`src/source/FramebufferPkg.sv`:
```
package FramebufferPkg;

    //////////////////////////////
    // Bus and pixel geometry
    //////////////////////////////
    localparam int StreamWidth = 32;
    localparam int StrbWidth = StreamWidth / 8;
    localparam int AddrWidth = 32;
    localparam int PixelWidth = 16;
    localparam int PixelBytes = PixelWidth / 8;
    localparam int PixelsPerBeat = StreamWidth / PixelWidth;
    localparam int XBitWidth = 11;
    localparam int YBitWidth = 11;

    // Pixel index splits into a line tag and a lane inside the word
    localparam int LaneWidth = $clog2(PixelsPerBeat);
    localparam int TagWidth = AddrWidth - LaneWidth;
    localparam int WordOffsetWidth = $clog2(StrbWidth);

    //////////////////////////////
    // Write master
    //////////////////////////////
    localparam int IdWidth = 8;
    localparam int MaxOutstanding = 4;
    localparam int CountWidth = $clog2(MaxOutstanding + 1);

    // Single beat bursts of one full word
    localparam logic [7:0] BurstLen = 8'd0;
    localparam logic [2:0] BurstSize = 3'(WordOffsetWidth);
    localparam logic [1:0] BurstIncr = 2'b01;

    typedef enum logic [1:0] {
        Idle,
        AddrData,
        AddrOnly,
        DataOnly
    } IssueState;

endpackage

```
`src/source/LineRequestIf.sv`:
```
`timescale 1ns/100ps

interface LineRequestIf import FramebufferPkg::*; ();
    // Level from the coalescer, held until taken
    logic                   valid;
    // One cycle pulse from the issuer
    logic                   take;
    logic [AddrWidth-1:0]   lineAddr;
    logic [StreamWidth-1:0] data;
    logic [StrbWidth-1:0]   strb;

    modport coalescer (
        output valid, lineAddr, data, strb,
        input  take
    );

    modport issuer (
        input  valid, lineAddr, data, strb,
        output take
    );

endinterface

```
`src/source/FramebufferWriter.sv`:
```
`timescale 1ns/100ps

module FramebufferWriter import FramebufferPkg::*;
(
    input  logic                    aclk,
    input  logic                    resetn,

    //////////////////////////////
    // Configuration
    //////////////////////////////
    input  logic [AddrWidth-1:0]    confAddr,
    input  logic                    confEnableScissor,
    input  logic [XBitWidth-1:0]    confScissorStartX,
    input  logic [YBitWidth-1:0]    confScissorStartY,
    input  logic [XBitWidth-1:0]    confScissorEndX,
    input  logic [YBitWidth-1:0]    confScissorEndY,
    input  logic [PixelBytes-1:0]   confMask,

    //////////////////////////////
    // Fragments
    //////////////////////////////
    input  logic                    fragValid,
    output logic                    fragReady,
    input  logic [PixelWidth-1:0]   fragData,
    input  logic                    fragStrobe,
    input  logic [AddrWidth-1:0]    fragAddr,
    input  logic [XBitWidth-1:0]    fragXPos,
    input  logic [YBitWidth-1:0]    fragYPos,
    input  logic                    fragLast,

    //////////////////////////////
    // Memory write master
    //////////////////////////////
    output logic [IdWidth-1:0]      awid,
    output logic [AddrWidth-1:0]    awaddr,
    output logic [7:0]              awlen,
    output logic [2:0]              awsize,
    output logic [1:0]              awburst,
    output logic                    awvalid,
    input  logic                    awready,
    output logic [StreamWidth-1:0]  wdata,
    output logic [StrbWidth-1:0]    wstrb,
    output logic                    wlast,
    output logic                    wvalid,
    input  logic                    wready,
    // Only the B handshake is counted and bid and bresp go unread
    input  logic [IdWidth-1:0]      bid,
    input  logic [1:0]              bresp,
    input  logic                    bvalid,
    output logic                    bready
);
    logic [StrbWidth-1:0] fragByteStrobe;
    logic                 credit;
    logic                 issue;

    LineRequestIf lineReq ();

    assign awlen = BurstLen;
    assign awsize = BurstSize;
    assign awburst = BurstIncr;
    assign wlast = 1'b1;
    assign bready = 1'b1;

    ScissorStrobeGen u_strobeGen (
        .confEnableScissor (confEnableScissor),
        .confScissorStartX (confScissorStartX),
        .confScissorStartY (confScissorStartY),
        .confScissorEndX   (confScissorEndX),
        .confScissorEndY   (confScissorEndY),
        .confMask          (confMask),
        .xPos              (fragXPos),
        .yPos              (fragYPos),
        .pixelStrobe       (fragStrobe),
        .laneSel           (fragAddr[LaneWidth-1:0]),
        .strobe            (fragByteStrobe)
    );

    LineCoalescer u_coalescer (
        .aclk      (aclk),
        .resetn    (resetn),
        .fragValid (fragValid),
        .fragReady (fragReady),
        .fragData  (fragData),
        .fragAddr  (fragAddr),
        .fragLast  (fragLast),
        .strobe    (fragByteStrobe),
        .req       (lineReq.coalescer)
    );

    WriteIssueFsm u_issueFsm (
        .aclk     (aclk),
        .resetn   (resetn),
        .confAddr (confAddr),
        .credit   (credit),
        .awid     (awid),
        .issue    (issue),
        .req      (lineReq.issuer),
        .awaddr   (awaddr),
        .awvalid  (awvalid),
        .awready  (awready),
        .wdata    (wdata),
        .wstrb    (wstrb),
        .wvalid   (wvalid),
        .wready   (wready)
    );

    OutstandingCounter u_outstanding (
        .aclk   (aclk),
        .resetn (resetn),
        .issue  (issue),
        .bvalid (bvalid),
        .bready (bready),
        .credit (credit),
        .awid   (awid)
    );

endmodule

```
`src/source/LineCoalescer.sv`:
```
`timescale 1ns/100ps

module LineCoalescer import FramebufferPkg::*;
(
    input  logic                    aclk,
    input  logic                    resetn,

    input  logic                    fragValid,
    output logic                    fragReady,
    input  logic [PixelWidth-1:0]   fragData,
    input  logic [AddrWidth-1:0]    fragAddr,
    input  logic                    fragLast,
    input  logic [StrbWidth-1:0]    strobe,

    LineRequestIf.coalescer         req
);
    logic [TagWidth-1:0]    fragTag;
    logic [LaneWidth-1:0]   fragLane;
    logic                   fragAccept;
    logic                   sameLine;
    logic                   closeNow;

    // Open line
    logic [TagWidth-1:0]    openTag;
    logic [StreamWidth-1:0] openData;
    logic [StrbWidth-1:0]   openStrb;
    logic                   openOccupied;

    // Fragment parked while the previous line still waits for the issuer
    logic [TagWidth-1:0]    skidTag;
    logic [LaneWidth-1:0]   skidLane;
    logic [PixelWidth-1:0]  skidData;
    logic [StrbWidth-1:0]   skidStrb;
    logic                   skidLast;
    logic                   skidFull;

    assign fragTag = fragAddr[LaneWidth +: TagWidth];
    assign fragLane = fragAddr[LaneWidth-1:0];
    assign fragAccept = fragValid && fragReady;

    // An empty line adopts whatever tag arrives
    assign sameLine = !openOccupied || (fragTag == openTag);

    // Close on a tag change, or while stalled for the skid or the end of stream
    assign closeNow = !req.valid && ((fragAccept && !sameLine) || !fragReady);

    //////////////////////////////
    // Line request
    //////////////////////////////
    always_ff @(posedge aclk)
    begin
        if (!resetn)
            req.valid <= 1'b0;
        else if (req.take)
            req.valid <= 1'b0;
        else if (closeNow)
            // Lines without any enabled byte are dropped here
            req.valid <= openOccupied && (|openStrb);
    end

    always_ff @(posedge aclk)
    begin
        if (closeNow)
        begin
            req.lineAddr <= AddrWidth'({openTag, {WordOffsetWidth{1'b0}}});
            req.data <= openData;
            req.strb <= openStrb;
        end
    end

    //////////////////////////////
    // Open line and skid
    //////////////////////////////
    always_ff @(posedge aclk)
    begin
        if (!resetn)
        begin
            fragReady <= 1'b1;
            openOccupied <= 1'b0;
            openStrb <= '0;
            skidFull <= 1'b0;
        end
        else if (fragReady)
        begin
            if (fragAccept)
            begin
                if (sameLine || !req.valid)
                begin
                    openTag <= fragTag;
                    openData[fragLane*PixelWidth +: PixelWidth] <= fragData;
                    openStrb <= sameLine ? (openStrb | strobe) : strobe;
                    openOccupied <= 1'b1;
                    fragReady <= !fragLast;
                end
                else
                begin
                    skidTag <= fragTag;
                    skidLane <= fragLane;
                    skidData <= fragData;
                    skidStrb <= strobe;
                    skidLast <= fragLast;
                    skidFull <= 1'b1;
                    fragReady <= 1'b0;
                end
            end
        end
        else if (!req.valid)
        begin
            if (skidFull)
            begin
                // Old line went out with closeNow, the skid opens the next one
                openTag <= skidTag;
                openData[skidLane*PixelWidth +: PixelWidth] <= skidData;
                openStrb <= skidStrb;
                openOccupied <= 1'b1;
                skidFull <= 1'b0;
                fragReady <= !skidLast;
            end
            else
            begin
                // End of stream handed over
                openOccupied <= 1'b0;
                openStrb <= '0;
                fragReady <= 1'b1;
            end
        end
    end

    // A request is withdrawn only after the issuer took it
    assert property (@(posedge aclk) disable iff (!resetn)
        $fell(req.valid) |-> $past(req.take));

endmodule

```
`src/source/OutstandingCounter.sv`:
```
`timescale 1ns/100ps

module OutstandingCounter import FramebufferPkg::*;
(
    input  logic                aclk,
    input  logic                resetn,
    input  logic                issue,
    input  logic                bvalid,
    input  logic                bready,
    output logic                credit,
    output logic [IdWidth-1:0]  awid
);
    logic [CountWidth-1:0] count;
    logic                  respDone;

    assign respDone = bvalid && bready;
    assign credit = count < CountWidth'(MaxOutstanding);

    always_ff @(posedge aclk)
    begin
        if (!resetn)
        begin
            count <= '0;
            awid <= '0;
        end
        else
        begin
            // ID of the write in flight on AW
            if (issue)
                awid <= awid + 1'b1;

            case ({issue, respDone})
                2'b10:   count <= count + 1'b1;
                2'b01:   count <= count - 1'b1;
                default: count <= count;
            endcase
        end
    end

    // No response may arrive for a write that was never issued
    assert property (@(posedge aclk) disable iff (!resetn) respDone |-> count != '0);
    assert property (@(posedge aclk) disable iff (!resetn)
        count <= CountWidth'(MaxOutstanding));

endmodule

```
`src/source/ScissorStrobeGen.sv`:
```
`timescale 1ns/100ps

module ScissorStrobeGen import FramebufferPkg::*;
(
    input  logic                    confEnableScissor,
    input  logic [XBitWidth-1:0]    confScissorStartX,
    input  logic [YBitWidth-1:0]    confScissorStartY,
    input  logic [XBitWidth-1:0]    confScissorEndX,
    input  logic [YBitWidth-1:0]    confScissorEndY,
    input  logic [PixelBytes-1:0]   confMask,
    input  logic [XBitWidth-1:0]    xPos,
    input  logic [YBitWidth-1:0]    yPos,
    input  logic                    pixelStrobe,
    input  logic [LaneWidth-1:0]    laneSel,
    output logic [StrbWidth-1:0]    strobe
);
    logic                  insideX;
    logic                  insideY;
    logic                  scissorPass;
    logic [PixelBytes-1:0] pixelMask;

    // Start bounds are inclusive and end bounds exclusive
    assign insideX = (xPos >= confScissorStartX) && (xPos < confScissorEndX);
    assign insideY = (yPos >= confScissorStartY) && (yPos < confScissorEndY);

    assign scissorPass = !confEnableScissor || (insideX && insideY);

    // Colour mask applies only to fragments that survive the test
    assign pixelMask = (scissorPass && pixelStrobe) ? confMask : '0;

    // Lane 0 holds the low pixel of the word
    assign strobe = StrbWidth'(pixelMask) << (laneSel * PixelBytes);

endmodule

```
`src/source/WriteIssueFsm.sv`:
```
`timescale 1ns/100ps

module WriteIssueFsm import FramebufferPkg::*;
(
    input  logic                    aclk,
    input  logic                    resetn,

    input  logic [AddrWidth-1:0]    confAddr,
    input  logic                    credit,
    input  logic [IdWidth-1:0]      awid,
    output logic                    issue,

    LineRequestIf.issuer            req,

    output logic [AddrWidth-1:0]    awaddr,
    output logic                    awvalid,
    input  logic                    awready,

    output logic [StreamWidth-1:0]  wdata,
    output logic [StrbWidth-1:0]    wstrb,
    output logic                    wvalid,
    input  logic                    wready
);
    IssueState state;

    // Take a line only when both channels are free and a slot is left
    assign req.take = (state == Idle) && req.valid && credit;
    assign issue = req.take;

    assign awvalid = (state == AddrData) || (state == AddrOnly);
    assign wvalid = (state == AddrData) || (state == DataOnly);

    always_ff @(posedge aclk)
    begin
        if (!resetn)
            state <= Idle;
        else
        begin
            case (state)
                Idle:
                    if (req.take)
                        state <= AddrData;
                AddrData:
                    case ({awready, wready})
                        2'b11:   state <= Idle;
                        2'b10:   state <= DataOnly;
                        2'b01:   state <= AddrOnly;
                        default: state <= AddrData;
                    endcase
                AddrOnly:
                    if (awready)
                        state <= Idle;
                DataOnly:
                    if (wready)
                        state <= Idle;
                default:
                    state <= Idle;
            endcase
        end
    end

    // Beat payload is captured once per line
    always_ff @(posedge aclk)
    begin
        if (req.take)
        begin
            awaddr <= confAddr + req.lineAddr;
            wdata <= req.data;
            wstrb <= req.strb;
        end
    end

    // AW fields hold while the slave stalls, the ID comes from the counter
    assert property (@(posedge aclk) disable iff (!resetn)
        awvalid && !awready |=> awvalid && $stable(awaddr) && $stable(awid));

endmodule

```
`config.mk`:
```
export PLATFORM = sky130hd
export DESIGN_NAME = FramebufferWriter
export DESIGN_NICKNAME = d
export VERILOG_FILES = /design/src/source/FramebufferPkg.sv /design/src/source/LineRequestIf.sv /design/src/source/FramebufferWriter.sv /design/src/source/LineCoalescer.sv /design/src/source/OutstandingCounter.sv /design/src/source/ScissorStrobeGen.sv /design/src/source/WriteIssueFsm.sv
export SDC_FILE = /design/constraint.sdc
export NUM_CORES = 1
export LEC_CHECK = 0
export BUFFER_PORTS_ARGS = -buffer_cell sky130_fd_sc_hd__clkbuf_2
export CAP_MARGIN = 20
export CELL_PAD_IN_SITES_DETAIL_PLACEMENT = 1
export CELL_PAD_IN_SITES_GLOBAL_PLACEMENT = 1
export CORE_UTILIZATION = 45
export DETAILED_ROUTE_END_ITERATION = 7
export PLACE_DENSITY_LB_ADDON = 0.1
export SLEW_MARGIN = 40
export SYNTH_ARGS = -nofsm -noshare
export SYNTH_HDL_FRONTEND = slang
export SYNTH_SLANG_ARGS = --single-unit
```
`constraint.sdc`:
```
create_clock -name aclk -period 6.4 [get_ports aclk]
set_input_delay 0.32 -clock aclk [delete_from_list [all_inputs] [get_ports aclk]]
set_output_delay 0.32 -clock aclk [all_outputs]
set_load 0.1 [all_outputs]
```
==> results.toml <==
[run_status]
status = "finished clean"

[synthesis]
async_flop_share_pct = 0
synth_edf_count = 250
ys_types = 72
synthCells = 867
synthesis.area_mm2 = 0.0124
yosys.area.top_type_share_pct = 60.8
synthTopCellsByArea = "edfxtp_1 61%, ha_1 8.0%, dfxtp_1 3.4%"
synthFlopType = "edfxtp_1"
synth.largest_area_cell = "edfxtp_1"
ys_ff_latch = 271
synth.avg_cell_area_um2 = 14.3
yosysWarningCount = 0
synth-seq-area-share_pct = 64.2

[finish]
drive_above_1_share_pct = 28.5
fillCellCount = 2719
area_growth_pct = 23.4
fin_nets = 1417
post-route-util_pct = 56.6

[worst_setup_path]
crit_type = "flop to flop"
required_ps = 6690
crit_chain = "ha_1, inv_1, fa_1, nand2b_1, a211oi_2, a211oi_2, o31ai_4, a41oi_2, o31ai_2, nand4b_1, nand3_1"
r2r-start = "u_coalescer.req.lineAddr[2]"
cpMostUsedCell = "a211oi_2"
path_buf_inv = 1
cp.depth = 11
cp-end-kind = "flop"
critPathMaxFanout = 3
cpPeakStageDelay_ps = 400
cp_top_family = "compound AO/OA/AOI/OAI gates"
r2r_slack_ps = 3350
arrival_ps = 3340
r2r_end = "u_issueFsm.awaddr[30]"
rr_worst_depth = 11
start_kind = "flop"
crit_slowest_cell = "fa_1"

[route]
drc = 0
dr.pass1.iters = 4
routed_wl_mm = 27.3
vias = 7923
drt_iter0_drc = 409
ant_nets = 0
post_drt_wl_per_cell_um = 17.8
avgViaCountPerCell = 5.18

[power_and_ir_drop]
ir_drop_mv = 0.200
power.density_mw_per_mm2 = 284
power.leakage_uw = 0.00623

[clock_tree]
cts_made_buffers = 28
cts_tree = "built"
cts_setup_buffers = 0
clk_pin_slew_ps = 60
htreeDepth = 1
cts.sinks = 271
clockBufferDepth = 3
clk_latency_ps = 550
root_buffer = "clkbuf_16"

[sta]
final.setup.tns_ps = 0
rsz0062_at_grt = "no"
slew_headroom_pct = 53.5
max_freq_mhz = 327
worstMarginPinSlew_ps = 697
final.min_clock_period_ps = 3050
setup_viol = 0
hold_violations = 0
min_period_over_period_pct = 47.7
whs_ps = 26.5
finClkSkew_ps = 12.3
finalMaxSlewViolations = 0

[global_routing]
grt_pass1_wl_mm = 43.0
grt_overflow = 0
grt_max_degree = 70
antenna_found_initial = 1
grt_pass1_vias = 8338
grt.total_usage_pct = 19.4

[die]
fp-row-count = 60
coreArea_mm2 = 0.0270
dieArea_mm2 = 0.0281
initial_core_util_pct = 45.8
io_pins = 261
die_w_um = 168
die_h_um = 168

[worst_hold_path]
holdPathStages = 1
min_to = "u_coalescer.skidTag[11]"
hp-class = "primary input to flop"
hold_start = "fragAddr[12]"

[place]
dp_hpwl_mm = 19.4
gp_congestion = 0.780
io_buffers = 235

[flow_run]
cap_violations = 0
[through the flow]
stage / instance area, um^2 / std cells / power, uW / setup slack [ps]
final: 15200 / 1530 / 4330 / 3350
after CTS: 15200 / 1529 / 4370 / 3320
after global placement: 13900 / 1434 / 2820 / 3290
after detailed placement: 13900 / 1434 / 2840 / 3250
after global routing: 15200 / 1530 / 4500 / 3160
after floorplan: 12400 / 880 / 2660 / 527
[worst reg2reg max path, cell delays in order (launching register included)]
cell	delay (ps)
edfxtp_1	330
ha_1	170
inv_1	60
fa_1	400
nand2b_1	210
a211oi_2	330
a211oi_2	140
o31ai_4	360
a41oi_2	200
o31ai_2	380
nand4b_1	160
nand3_1	80
[per-layer routing]
layer	vias up	global-route usage, %	routed length [um]
met3	36	3.52	1400
met2	220	33.7	13300
li1	3867	-	-
met4	0	4.99	479
met1	3800	25.0	12200
met5	-	0	0
[sequential cells by signal, summed over array words and instances, names as in the netlist, 2 cells and up]
name / cells
u_outstanding.awid: 8
u_coalescer.openStrb: 4
u_coalescer.skidData: 16
u_coalescer.skidStrb: 4
u_coalescer.req.data: 32
u_outstanding.count: 3
u_issueFsm.awaddr: 32
u_issueFsm.state: 2
u_coalescer.openData: 32
u_coalescer.req.lineAddr: 30
u_coalescer.skidTag: 31
u_issueFsm.wdata: 32
u_coalescer.req.strb: 4
u_issueFsm.wstrb: 4
u_coalescer.openTag: 31
[layout by cell type, fill, tap and decap left out, types with 3 or more instances in the layout]
| cell type | count |
|---|---|
| clkbuf_1 | 5 |
| clkinv_2 | 5 |
| dlygate4sd3_1 | 46 |
| a2111oi_0 | 3 |
| dfxtp_1 | 20 |
| nand3_1 | 15 |
| clkbuf_16 | 28 |
| a21oi_1 | 44 |
| conb_1 | 15 |
| ha_1 | 79 |
| a22oi_1 | 4 |
| buf_4 | 9 |
| nor4_1 | 8 |
| a211oi_1 | 5 |
| o211ai_1 | 4 |
| a22o_1 | 32 |
| nor3_1 | 6 |
| nor2b_1 | 6 |
| nand2_1 | 26 |
| or4b_1 | 4 |
| clkbuf_2 | 235 |
| nand4_1 | 13 |
| o21bai_1 | 4 |
| and2_1 | 3 |
| xnor2_1 | 28 |
| a31oi_1 | 6 |
| nor2_1 | 28 |
| a21o_1 | 17 |
| mux2_2 | 31 |
| edfxtp_1 | 250 |
| a211o_1 | 4 |
| inv_1 | 60 |
| nand2b_1 | 13 |
| xor2_1 | 37 |
| clkinv_1 | 7 |
| o21ai_0 | 18 |
| and3_1 | 4 |
| or3_1 | 3 |
| o21ai_1 | 7 |
[final cells by class]
cell class	count	area (um^2)	area share [%]
clock buffers	33	719	4.72
flip-flops and latches	271	7930	52.0
well taps	341	427	2.80
inverters	63	236	1.55
diodes	1	2.50	0.0164
repair buffers	292	1730	11.3
multi-input cells	513	4080	26.8
clock inverters	16	128	0.837
[Yosys cell counts (14+ instances only)]
master    instances
a21o_1           17
a21oi_1          45
a22o_1           32
buf_4            15
clkbuf_1         14
dfxtp_1          21
edfxtp_1        250
ha_1             79
inv_1            60
mux2_2           31
nand2_1          26
nand3_1          15
nor2_1           28
o21ai_0          18
xnor2_1          28
xor2_1           37
[report_power, final]
part           total [uW]  switching, uW  internal [uW]  leakage, uW
Combinational         725            478            247      0.00335
Clock                1500            661            843     0.000406
Sequential           2100           38.2           2060      0.00248
[worst max path at each step]
stage	startpoint	end
floorplan	u_coalescer.fragReady	u_coalescer.skidData[0]
global placement	confAddr[2]	u_issueFsm.awaddr[30]
detailed placement	confAddr[2]	u_issueFsm.awaddr[30]
CTS	u_coalescer.req.lineAddr[2]	u_issueFsm.awaddr[30]
global route	u_coalescer.req.lineAddr[2]	u_issueFsm.awaddr[30]
finish	u_coalescer.req.lineAddr[2]	u_issueFsm.awaddr[30]
[kinds of logic after synthesis]
family,count (synthesis),synth area share [%]
and+or+nand+nor,147,6.58
buffers and inverters,96,3.38
other,2,0.0608
muxes,31,2.83
adders and majority gates,81,8.32
AOI/OAI and AO/OA,174,10.1
DFF,271,64.2
xor gates and xnor gates,65,4.61
[what timing repair did]
item | 4_1_cts | 5_1_grt
hold endpoints to repair | 46 | 0
hold buffers | 46 | 0
resized for setup | 0 | 0
Note: power is estimated with default switching activity, not from simulation.
